$ cat config.mk
export PLATFORM = sky130hd
export DESIGN_NAME = mmio_ctrl_flat
export DESIGN_NICKNAME = d
export VERILOG_FILES = /design/src/design/mmio_pkg.sv /design/src/design/dbus_if.sv /design/src/design/mmio_ctrl.sv /design/src/flat_wrapper.sv
export VERILOG_INCLUDE_DIRS = /design/src /design/src/design
export SDC_FILE = /design/constraint.sdc
export NUM_CORES = 1
export LEC_CHECK = 0
export ABC_CLOCK_PERIOD_IN_PS = 5510
export BUFFER_PORTS_ARGS = -buffer_cell sky130_fd_sc_hd__buf_2
export CORE_AREA = 2 2 216 218
export CTS_CLUSTER_DIAMETER = 80
export DETAILED_ROUTE_END_ITERATION = 10
export DIE_AREA = 0 0 218 220
export GPL_TIMING_DRIVEN = 0
export PLACE_DENSITY_LB_ADDON = 0.1
export SLEW_MARGIN = 20
export SYNTH_ARGS = -nofsm -noshare
export SYNTH_HDL_FRONTEND = slang
export SYNTH_SLANG_ARGS = --single-unit
export TNS_END_PERCENT = 10
$ cat constraint.sdc
create_clock -name clk -period 5.51 [get_ports clk]
set_input_delay 0.2755 -clock clk [delete_from_list [all_inputs] [get_ports clk]]
set_output_delay 0.2755 -clock clk [all_outputs]
set_load 0.05 [all_outputs]
$ cat src/design/mmio_defines.svh
`ifndef MMIO_DEFINES_SVH
`define MMIO_DEFINES_SVH

// Data and address width.
`define MMIO_XLEN 32

// Device registers.
`define MMIO_ADDR_UART_TX 32'hFF00_0000
`define MMIO_ADDR_UART_RX 32'hFF00_0004

// Timer window: mtime lo/hi, mtimecmp lo/hi.
`define MMIO_CLINT_BASE 32'hFF00_0010
`define MMIO_CLINT_END  32'hFF00_001F

// Data RAM depth in words.
`define MMIO_RAM_WORDS 256

// Short bit period so frames stay cheap in simulation.
`define MMIO_UART_CLKS_PER_BIT 8

`endif

$ cat src/design/mmio_pkg.sv
`default_nettype none
`include "mmio_defines.svh"

package mmio_pkg;

    typedef logic [`MMIO_XLEN-1:0]   word_t;
    typedef logic [2*`MMIO_XLEN-1:0] dword_t;
    typedef logic [`MMIO_XLEN/8-1:0] wmask_t;

    typedef enum logic [1:0] {
        TGT_MEM,
        TGT_UART_TX,
        TGT_UART_RX,
        TGT_CLINT
    } mmio_target_e;

    typedef enum logic [1:0] {
        CTRL_IDLE,
        CTRL_WAIT_READY,
        CTRL_READ_VALID
    } ctrl_state_e;

    // Serial bit phase, used by both UART directions.
    typedef enum logic [1:0] {
        UART_IDLE,
        UART_START,
        UART_DATA,
        UART_STOP
    } uart_state_e;

    function automatic word_t apply_wmask(word_t old_word, word_t new_word, wmask_t mask);
        word_t res;
        res = old_word;
        for (int b = 0; b < `MMIO_XLEN / 8; b++) begin
            if (mask[b]) res[8*b +: 8] = new_word[8*b +: 8];
        end
        return res;
    endfunction

endpackage

`default_nettype wire

$ cat src/design/dbus_if.sv
`timescale 1ns/1ps
`default_nettype none

interface dbus_if import mmio_pkg::*; ();

    logic   req_valid;
    logic   req_ready;
    word_t  req_addr;
    logic   req_wen;
    word_t  req_wdata;
    wmask_t req_wmask;

    // Read data only, writes get no response.
    logic   resp_valid;
    word_t  resp_rdata;

    modport host (
        output req_valid, req_addr, req_wen, req_wdata, req_wmask,
        input  req_ready, resp_valid, resp_rdata
    );

    modport device (
        input  req_valid, req_addr, req_wen, req_wdata, req_wmask,
        output req_ready, resp_valid, resp_rdata
    );

endinterface

`default_nettype wire

$ cat src/design/mmio_ctrl.sv
`timescale 1ns/1ps
`default_nettype none
`include "mmio_defines.svh"

module mmio_ctrl import mmio_pkg::*; (
    input  wire         clk,
    input  wire         rst_n,
    input  wire         req_valid,
    output logic        req_ready,
    input  wire word_t  req_addr,
    input  wire         req_wen,
    input  wire word_t  req_wdata,
    input  wire wmask_t req_wmask,
    output logic        resp_valid,
    output word_t       resp_addr,
    output word_t       resp_rdata,
    dbus_if.host        mem_bus,
    dbus_if.host        utx_bus,
    dbus_if.host        urx_bus,
    dbus_if.host        clint_bus
);

    ctrl_state_e  state;
    ctrl_state_e  state_nxt;
    logic         lat_valid;
    word_t        lat_addr;
    logic         lat_wen;
    word_t        lat_wdata;
    wmask_t       lat_wmask;
    mmio_target_e lat_tgt;

    logic         take_new;
    logic         rsp_fire;
    logic         fwd_valid;
    word_t        cur_addr;
    logic         cur_wen;
    word_t        cur_wdata;
    wmask_t       cur_wmask;
    mmio_target_e cur_tgt;
    logic         tgt_ready;
    logic         sel_resp_valid;
    word_t        sel_rdata;

    function automatic mmio_target_e decode(word_t a);
        if (a == `MMIO_ADDR_UART_TX) return TGT_UART_TX;
        if (a == `MMIO_ADDR_UART_RX) return TGT_UART_RX;
        if (a >= `MMIO_CLINT_BASE && a <= `MMIO_CLINT_END) return TGT_CLINT;
        return TGT_MEM;
    endfunction

    // Pending read completes this cycle.
    assign rsp_fire = state == CTRL_READ_VALID && lat_valid && sel_resp_valid;
    assign take_new = state == CTRL_IDLE || rsp_fire;  // Back-to-back with response.

    assign req_ready  = take_new;
    assign resp_valid = rsp_fire;
    assign resp_addr  = lat_addr;
    assign resp_rdata = sel_rdata;

    // Live request when accepting, latched copy while waiting.
    assign cur_addr  = take_new ? req_addr  : lat_addr;
    assign cur_wen   = take_new ? req_wen   : lat_wen;
    assign cur_wdata = take_new ? req_wdata : lat_wdata;
    assign cur_wmask = take_new ? req_wmask : lat_wmask;
    assign cur_tgt   = take_new ? decode(req_addr) : lat_tgt;
    assign fwd_valid = take_new ? req_valid : (state == CTRL_WAIT_READY);

    assign mem_bus.req_valid   = fwd_valid && cur_tgt == TGT_MEM;
    assign utx_bus.req_valid   = fwd_valid && cur_tgt == TGT_UART_TX;
    assign urx_bus.req_valid   = fwd_valid && cur_tgt == TGT_UART_RX;
    assign clint_bus.req_valid = fwd_valid && cur_tgt == TGT_CLINT;

    assign mem_bus.req_addr    = cur_addr;
    assign utx_bus.req_addr    = cur_addr;
    assign urx_bus.req_addr    = cur_addr;
    assign clint_bus.req_addr  = cur_addr;
    assign mem_bus.req_wen     = cur_wen;
    assign utx_bus.req_wen     = cur_wen;
    assign urx_bus.req_wen     = cur_wen;
    assign clint_bus.req_wen   = cur_wen;
    assign mem_bus.req_wdata   = cur_wdata;
    assign utx_bus.req_wdata   = cur_wdata;
    assign urx_bus.req_wdata   = cur_wdata;
    assign clint_bus.req_wdata = cur_wdata;
    assign mem_bus.req_wmask   = cur_wmask;
    assign utx_bus.req_wmask   = cur_wmask;
    assign urx_bus.req_wmask   = cur_wmask;
    assign clint_bus.req_wmask = cur_wmask;

    always_comb begin
        case (cur_tgt)
            TGT_UART_TX: tgt_ready = utx_bus.req_ready;
            TGT_UART_RX: tgt_ready = urx_bus.req_ready;
            TGT_CLINT:   tgt_ready = clint_bus.req_ready;
            default:     tgt_ready = mem_bus.req_ready;
        endcase
    end

    // Response follows the latched target.
    always_comb begin
        case (lat_tgt)
            TGT_UART_TX: begin
                sel_resp_valid = utx_bus.resp_valid;
                sel_rdata      = utx_bus.resp_rdata;
            end
            TGT_UART_RX: begin
                sel_resp_valid = urx_bus.resp_valid;
                sel_rdata      = urx_bus.resp_rdata;
            end
            TGT_CLINT: begin
                sel_resp_valid = clint_bus.resp_valid;
                sel_rdata      = clint_bus.resp_rdata;
            end
            default: begin
                sel_resp_valid = mem_bus.resp_valid;
                sel_rdata      = mem_bus.resp_rdata;
            end
        endcase
    end

    always_comb begin
        state_nxt = state;
        if (take_new) begin
            if (!req_valid) state_nxt = CTRL_IDLE;
            else if (!tgt_ready) state_nxt = CTRL_WAIT_READY;
            else state_nxt = req_wen ? CTRL_IDLE : CTRL_READ_VALID;
        end else if (state == CTRL_WAIT_READY && tgt_ready) begin
            state_nxt = lat_wen ? CTRL_IDLE : CTRL_READ_VALID;
        end
    end

    always_ff @(posedge clk) begin
        if (!rst_n) begin
            state     <= CTRL_IDLE;
            lat_valid <= 1'b0;
        end else begin
            state     <= state_nxt;
            lat_valid <= state_nxt != CTRL_IDLE;
        end
    end

    always_ff @(posedge clk) begin
        if (take_new && req_valid) begin
            lat_addr  <= req_addr;
            lat_wen   <= req_wen;
            lat_wdata <= req_wdata;
            lat_wmask <= req_wmask;
            lat_tgt   <= cur_tgt;
        end
    end

    a_one_target: assert property (@(posedge clk) disable iff (!rst_n)
        $onehot0({mem_bus.resp_valid, utx_bus.resp_valid, urx_bus.resp_valid,
                  clint_bus.resp_valid}));

    // Targets answer only a read the controller is waiting on.
    a_resp_in_read: assert property (@(posedge clk) disable iff (!rst_n)
        (mem_bus.resp_valid || utx_bus.resp_valid || urx_bus.resp_valid ||
         clint_bus.resp_valid) |-> state == CTRL_READ_VALID);

    // A stalled target sees the same request next cycle.
    a_hold_stable: assert property (@(posedge clk) disable iff (!rst_n)
        fwd_valid && !tgt_ready |=>
            fwd_valid && $stable({cur_addr, cur_wen, cur_wdata, cur_wmask, cur_tgt}));

endmodule

`default_nettype wire

$ cat src/flat_wrapper.sv
// flat-port wrapper written by rule: the top's interface ports become plain ports
module mmio_ctrl_flat import mmio_pkg::*;
  (clk, rst_n, req_valid, req_ready, req_addr, req_wen, req_wdata, req_wmask, resp_valid, resp_addr, resp_rdata, mem_bus_req_valid, mem_bus_req_addr, mem_bus_req_wen, mem_bus_req_wdata, mem_bus_req_wmask, mem_bus_req_ready, mem_bus_resp_valid, mem_bus_resp_rdata, utx_bus_req_valid, utx_bus_req_addr, utx_bus_req_wen, utx_bus_req_wdata, utx_bus_req_wmask, utx_bus_req_ready, utx_bus_resp_valid, utx_bus_resp_rdata, urx_bus_req_valid, urx_bus_req_addr, urx_bus_req_wen, urx_bus_req_wdata, urx_bus_req_wmask, urx_bus_req_ready, urx_bus_resp_valid, urx_bus_resp_rdata, clint_bus_req_valid, clint_bus_req_addr, clint_bus_req_wen, clint_bus_req_wdata, clint_bus_req_wmask, clint_bus_req_ready, clint_bus_resp_valid, clint_bus_resp_rdata);
  dbus_if mem_bus_i ();
  dbus_if utx_bus_i ();
  dbus_if urx_bus_i ();
  dbus_if clint_bus_i ();
  input  wire clk;
  input  wire rst_n;
  input  wire req_valid;
  output logic req_ready;
  input  wire word_t req_addr;
  input  wire req_wen;
  input  wire word_t req_wdata;
  input  wire wmask_t req_wmask;
  output logic resp_valid;
  output word_t resp_addr;
  output word_t resp_rdata;
  output wire logic [$bits(mem_bus_i.req_valid)-1:0] mem_bus_req_valid;
  output wire logic [$bits(mem_bus_i.req_addr)-1:0] mem_bus_req_addr;
  output wire logic [$bits(mem_bus_i.req_wen)-1:0] mem_bus_req_wen;
  output wire logic [$bits(mem_bus_i.req_wdata)-1:0] mem_bus_req_wdata;
  output wire logic [$bits(mem_bus_i.req_wmask)-1:0] mem_bus_req_wmask;
  input wire logic [$bits(mem_bus_i.req_ready)-1:0] mem_bus_req_ready;
  input wire logic [$bits(mem_bus_i.resp_valid)-1:0] mem_bus_resp_valid;
  input wire logic [$bits(mem_bus_i.resp_rdata)-1:0] mem_bus_resp_rdata;
  output wire logic [$bits(utx_bus_i.req_valid)-1:0] utx_bus_req_valid;
  output wire logic [$bits(utx_bus_i.req_addr)-1:0] utx_bus_req_addr;
  output wire logic [$bits(utx_bus_i.req_wen)-1:0] utx_bus_req_wen;
  output wire logic [$bits(utx_bus_i.req_wdata)-1:0] utx_bus_req_wdata;
  output wire logic [$bits(utx_bus_i.req_wmask)-1:0] utx_bus_req_wmask;
  input wire logic [$bits(utx_bus_i.req_ready)-1:0] utx_bus_req_ready;
  input wire logic [$bits(utx_bus_i.resp_valid)-1:0] utx_bus_resp_valid;
  input wire logic [$bits(utx_bus_i.resp_rdata)-1:0] utx_bus_resp_rdata;
  output wire logic [$bits(urx_bus_i.req_valid)-1:0] urx_bus_req_valid;
  output wire logic [$bits(urx_bus_i.req_addr)-1:0] urx_bus_req_addr;
  output wire logic [$bits(urx_bus_i.req_wen)-1:0] urx_bus_req_wen;
  output wire logic [$bits(urx_bus_i.req_wdata)-1:0] urx_bus_req_wdata;
  output wire logic [$bits(urx_bus_i.req_wmask)-1:0] urx_bus_req_wmask;
  input wire logic [$bits(urx_bus_i.req_ready)-1:0] urx_bus_req_ready;
  input wire logic [$bits(urx_bus_i.resp_valid)-1:0] urx_bus_resp_valid;
  input wire logic [$bits(urx_bus_i.resp_rdata)-1:0] urx_bus_resp_rdata;
  output wire logic [$bits(clint_bus_i.req_valid)-1:0] clint_bus_req_valid;
  output wire logic [$bits(clint_bus_i.req_addr)-1:0] clint_bus_req_addr;
  output wire logic [$bits(clint_bus_i.req_wen)-1:0] clint_bus_req_wen;
  output wire logic [$bits(clint_bus_i.req_wdata)-1:0] clint_bus_req_wdata;
  output wire logic [$bits(clint_bus_i.req_wmask)-1:0] clint_bus_req_wmask;
  input wire logic [$bits(clint_bus_i.req_ready)-1:0] clint_bus_req_ready;
  input wire logic [$bits(clint_bus_i.resp_valid)-1:0] clint_bus_resp_valid;
  input wire logic [$bits(clint_bus_i.resp_rdata)-1:0] clint_bus_resp_rdata;
  assign mem_bus_req_valid = mem_bus_i.req_valid;
  assign mem_bus_req_addr = mem_bus_i.req_addr;
  assign mem_bus_req_wen = mem_bus_i.req_wen;
  assign mem_bus_req_wdata = mem_bus_i.req_wdata;
  assign mem_bus_req_wmask = mem_bus_i.req_wmask;
  assign mem_bus_i.req_ready = mem_bus_req_ready;
  assign mem_bus_i.resp_valid = mem_bus_resp_valid;
  assign mem_bus_i.resp_rdata = mem_bus_resp_rdata;
  assign utx_bus_req_valid = utx_bus_i.req_valid;
  assign utx_bus_req_addr = utx_bus_i.req_addr;
  assign utx_bus_req_wen = utx_bus_i.req_wen;
  assign utx_bus_req_wdata = utx_bus_i.req_wdata;
  assign utx_bus_req_wmask = utx_bus_i.req_wmask;
  assign utx_bus_i.req_ready = utx_bus_req_ready;
  assign utx_bus_i.resp_valid = utx_bus_resp_valid;
  assign utx_bus_i.resp_rdata = utx_bus_resp_rdata;
  assign urx_bus_req_valid = urx_bus_i.req_valid;
  assign urx_bus_req_addr = urx_bus_i.req_addr;
  assign urx_bus_req_wen = urx_bus_i.req_wen;
  assign urx_bus_req_wdata = urx_bus_i.req_wdata;
  assign urx_bus_req_wmask = urx_bus_i.req_wmask;
  assign urx_bus_i.req_ready = urx_bus_req_ready;
  assign urx_bus_i.resp_valid = urx_bus_resp_valid;
  assign urx_bus_i.resp_rdata = urx_bus_resp_rdata;
  assign clint_bus_req_valid = clint_bus_i.req_valid;
  assign clint_bus_req_addr = clint_bus_i.req_addr;
  assign clint_bus_req_wen = clint_bus_i.req_wen;
  assign clint_bus_req_wdata = clint_bus_i.req_wdata;
  assign clint_bus_req_wmask = clint_bus_i.req_wmask;
  assign clint_bus_i.req_ready = clint_bus_req_ready;
  assign clint_bus_i.resp_valid = clint_bus_resp_valid;
  assign clint_bus_i.resp_rdata = clint_bus_resp_rdata;
  mmio_ctrl u_core (.clk(clk), .rst_n(rst_n), .req_valid(req_valid), .req_ready(req_ready), .req_addr(req_addr), .req_wen(req_wen), .req_wdata(req_wdata), .req_wmask(req_wmask), .resp_valid(resp_valid), .resp_addr(resp_addr), .resp_rdata(resp_rdata), .mem_bus(mem_bus_i), .utx_bus(utx_bus_i), .urx_bus(urx_bus_i), .clint_bus(clint_bus_i));
endmodule
-- Word level (Yosys, flattened, before mapping)
Index checks and enable logic that the tools add are counted.
- word-level logic and storage cells: 59
- input port bits: 208
- memory bits (writable): 0
- register bits after elaboration: 74
- memory bits (read-only): 0
- output and inout port bits: 346
- memories: 0
- latch bits: 0
- reductions and logical operators: 13
- $add $sub $neg: 0
- bitwise logic cells: 0
- mux-type cells: 27
- div/mod/pow operators: 0
- equality and inequality tests: 10
- shift-type cells: 0
- $lt $le $gt $ge: 2
- multiply operators: 0
- operator list (kind ; count):
    $pmux 32 s3 ; 1
    $eq 32x32->1 const B ; 2
    $mux 32 ; 2
    $ge 32x32->1 const B ; 1
    $le 32x32->1 const B ; 1
    $mux 2 ; 13
    $eq 2x2->1 const B ; 5
    $logic_and 1x1->1 ; 9
    $mux 1 ; 8
    $eq 2x1->1 const B ; 3
    $pmux 1 s3 ; 2
    $logic_not 2->1 ; 2
    $mux 4 ; 1
    $reduce_bool 2->1 ; 1
    $logic_or 1x1->1 ; 1

-- Depth between registers and ports, before layout
- word-level depth: 15
- gate-level depth with buffers: 9
- mapped depth without buffers: 8

-- Worst setup path before layout
OpenSTA, ideal clock, no wires.
- path kind: register to output
- from: reg u_core.lat_tgt[1]
- to: out clint_bus_req_valid
- data required time: 5.234 ns
- data arrival time: 5.803 ns
- buffers on the path: 2
- stages on the path, launching flop included: 8
- slack: -0.568 ns
- cells stage by stage: edfxtp_1 clkbuf_1 nor3b_1 a221oi_4 clkbuf_1 nor2_1 nor2b_1 nor3_1
- cells in the longest elaborated chain, start to end: 7
- elaborated cells on any way between the ends: 10
- classes of those cells: eq/ne (4); mux (3); reduce/logical (3)
- RTL lines (item ; RTL line ; text):
    start: declaration ; mmio_ctrl.sv:30 ; mmio_target_e lat_tgt;
    start signal: assignment ; mmio_ctrl.sv:148 ; lat_tgt <= cur_tgt;
    $eq 2x2->1 / $eq 2x1->1 (equally long branches) ; mmio_ctrl.sv:101 ; case (lat_tgt)
    $pmux 1 s3 ; mmio_ctrl.sv:101 ;
    $logic_and 1x1->1 ; mmio_ctrl.sv:52 ; assign rsp_fire = state == CTRL_READ_VALID && lat_valid && sel_resp_valid;
    $logic_or 1x1->1 ; mmio_ctrl.sv:53 ; assign take_new = state == CTRL_IDLE || rsp_fire;
    $mux 2 ; mmio_ctrl.sv:65 ; assign cur_tgt = take_new ? decode(req_addr) : lat_tgt;
    $eq 2x2->1 ; mmio_ctrl.sv:71 ; assign clint_bus.req_valid = fwd_valid && cur_tgt == TGT_CLINT;
    $logic_and 1x1->1 (*) ; mmio_ctrl.sv:71 ;
    end: declaration ; flat_wrapper.sv:43 ; output wire logic [$bits(clint_bus_i.req_valid)-1:0] clint_bus_req_valid;
Mark *: on every way between the ends. The rest lies on a longest branch, timed or not.

-- Final worst setup path
- from: reg u_core.lat_tgt[1]
- to: out urx_bus_req_addr[7]
- cells in the longest elaborated chain, start to end: 5
- elaborated cells on any way between the ends: 7
- classes of those cells: eq/ne (3); mux (2); reduce/logical (2)
- RTL lines (item ; RTL line ; text):
    $eq 2x2->1 / $eq 2x1->1 (equally long branches) ; mmio_ctrl.sv:101 ;
    $pmux 1 s3 (*) ; mmio_ctrl.sv:101 ;
    $logic_and 1x1->1 (*) ; mmio_ctrl.sv:52 ;
    $logic_or 1x1->1 (*) ; mmio_ctrl.sv:53 ;
    $mux 32 (*) ; mmio_ctrl.sv:61 ; assign cur_addr = take_new ? req_addr : lat_addr;
    end: declaration ; flat_wrapper.sv:36 ; output wire logic [$bits(urx_bus_i.req_addr)-1:0] urx_bus_req_addr;
Marked as above.

==> impl_metrics.env <==
export IMPL_status="finished, final reports clean"
export IMPL_netlist_instances=464
export IMPL_grt_antenna_before_repair=12
export IMPL_ant_nets=0
export IMPL_synth_common_cells="buf_4, edfxtp_1, mux2_2"
export IMPL_cp_required_ns=5.23
export IMPL_syn_area_per_cell_um2=12.37
export IMPL_tns_ns=0
export IMPL_criticalPathCategory="flip-flop to output pin"
export IMPL_num_rows=79
export IMPL_vias=5620
export IMPL_path_max_fanout=10
export IMPL_grt_pass1_wl_mm=35.27
export IMPL_yosysTopAreaCell="edfxtp_1"
export IMPL_htree_levels=3
export IMPL_cp_common_cell="clkbuf_1"
export IMPL_period_needed_ns=4.429
export IMPL_timing_slew_headroom_pct=31.85
export IMPL_core_um2=45860
export IMPL_post_synth_num_cell_types=36
export IMPL_nets=1239
export IMPL_cts_setup_buffers=0
export IMPL_clk_latency_ns=0.36
export IMPL_path_clk_slew_ns=0.06
export IMPL_async_flop_share_pct=0
export IMPL_first_global_vias=5265
export IMPL_dieWidth_um=218
export IMPL_drive_gt1_share_pct=85.04
export IMPL_grt_setup_unrepaired="false"
export IMPL_cts_tree="built"
export IMPL_synth_area_top_cells="edfxtp_1, buf_4, mux2_2"
export IMPL_slew_viol_final=0
export IMPL_synth_top_cell_area_share_pct=37.13
export IMPL_synth_edf_count=71
export IMPL_hold_buffers=0
export IMPL_first_pass_iters=4
export IMPL_synthFlopType="edfxtp_1"
export IMPL_place_hpwl_mm=22.90
export IMPL_critPathSlowestCell="clkbuf_1"
export IMPL_hold_viol=0
export IMPL_area_growth_pct=67.60
export IMPL_initial_core_util_pct=12.52
export IMPL_cp_cell_sequence="clkbuf_1 -> nor3b_1 -> a221oi_4 -> clkbuf_1 -> clkbuf_1 -> mux2_2 -> buf_4 -> buf_2"
export IMPL_cts_root_buffer="clkbuf_16"
export IMPL_cts_sinks=74
export IMPL_ys_ff_latch=74
export IMPL_maxCapViolCount=0
export IMPL_worst_pin_slew_ns=1.022
export IMPL_viasPerCell=3.406
export IMPL_crit_path_start_kind="flip-flop"
export IMPL_cts_path_max_buffers=2
export IMPL_boundaryPins=554
export IMPL_grt_start_max_net_pins=23
export IMPL_syn_nets=672
export IMPL_routed_wirelength_mm=26.87
export IMPL_skew_ns=0.006629
export IMPL_numCtsBuffers=9
export IMPL_endpoint_kind="output pin"
export IMPL_final_setup_viol_count=0
export IMPL_dp_slack_ns=1.135
export IMPL_drt_iter0_drc=136
export IMPL_worstPathArrival_ns=4.15
export IMPL_fin_crit_sh_pct=80.39
export IMPL_track_usage_pct=10.39
export IMPL_seq_area_frac_synth_pct=38.18
export IMPL_io_buffers=553
export IMPL_drc=0
export IMPL_wire_per_inst_um=16.28
export IMPL_maxClockFrequency_mhz=225.8
export IMPL_syn_area_um2=5742
export IMPL_yosysWarnings=0
export IMPL_ctsResizeCount=0
export IMPL_worst_slack_ns=1.081
export IMPL_die_area_um2=47960
export IMPL_die_y_um=220
export IMPL_yosysMostFrequentCell="buf_4"
export IMPL_hp_class="primary input to flip-flop"
export IMPL_overflow=0
export IMPL_gp_congestion=0.7965
export IMPL_cp_slowest_stage_delay_ns=0.83
[metal layers]
metal | share of wire (%) | global-route usage (%) | wire length (µm) | vias up
met4 | 2.9 | 4.127 | 767 | 4
met2 | 56 | 20.88 | 14930 | 300
li1 | - | - | - | 2631
met1 | 33 | 9.632 | 8859 | 2650
met5 | 0.12 | 0 | 31 | -
met3 | 8.5 | 3.147 | 2272 | 35
[kinds of logic (layout without fill, tap and decap cells)]
kind of cell,count (synthesis),in the layout,synth area share [%]
compound gates,21,21,2.680
buf+inv,231,803,28.76
simple gates,34,34,3.531
mux,104,104,26.85
flops,74,74,38.18
other cells,0,7,0
[path summary, 6_finish.rpt]
check	start	end	slack, ns	depth (start not counted)
max	u_core.lat_tgt[1]$_DFFE_PP_	urx_bus_req_addr[7]	1.08	8
min	req_wdata[18]	u_core.lat_wdata[18]$_DFFE_PP_	0.10	1
max reg2reg	u_core.lat_tgt[1]$_DFFE_PP_	u_core.lat_wdata[17]$_DFFE_PP_	2.43	7
min reg2reg	u_core.state[1]$_SDFF_PN0_	u_core.state[0]$_SDFF_PN0_	0.53	2
[area by class of cell]
type	count	area [µm²]
fillers	5132	36240
repair buffers	556	2835
flip-flops and latches	74	2192
multi-input cells	159	1906
plain buffers	224	1625
well taps	607	759.5
clock buffers	9	225.2
clock inverters	7	36.28
inverters	7	26.28
diodes	7	17.52
[layout by cell type, fill, tap and decap left out, types with 5 or more instances in the layout]
cell       Yosys  final
buf_2          0    553
buf_4        207    207
edfxtp_1      71     71
mux2_2        68     68
mux4_2        32     32
clkbuf_1      12     12
clkbuf_16      0      9
diode_2        0      7
inv_1          7      7
nor3_1         6      6
nand2_1        5      5
a21oi_1        5      5
[registers in the layout, indices dropped and copies added, names as in the netlist]
name	flops
u_core.resp_addr	32
u_core.lat_tgt	2
u_core.lat_wen	1
u_core.lat_wdata	32
u_core.state	2
u_core.lat_valid	1
u_core.lat_wmask	4
[critical path, delay by kind of cell (launching register included)]
kind	cells	cell delay, ns
AO/OA/AOI/OAI	1	0.47
buffers and inverters	5	2.35
flip-flops	1	0.32
multiplexers	1	0.48
AND/OR/NAND/NOR	1	0.16
[through the flow]
step / utilization [%] / std cells / instance area, µm² / hold slack, ns
after detailed placement: 20.37 / 1627 / 9344 / 0.4688
final: 20.98 / 1650 / 9623 / 0.1018
after global routing: 20.94 / 1643 / 9605 / 0.07527
after global placement: 20.22 / 1624 / 9271 / 0.4658
after floorplan: - / 464 / 5744 / 0.3744
after CTS: 20.94 / 1643 / 9605 / 0.06519
Power is not shown: default switching activity piles up to over one toggle a cycle in this logic, so the estimate is an artifact.
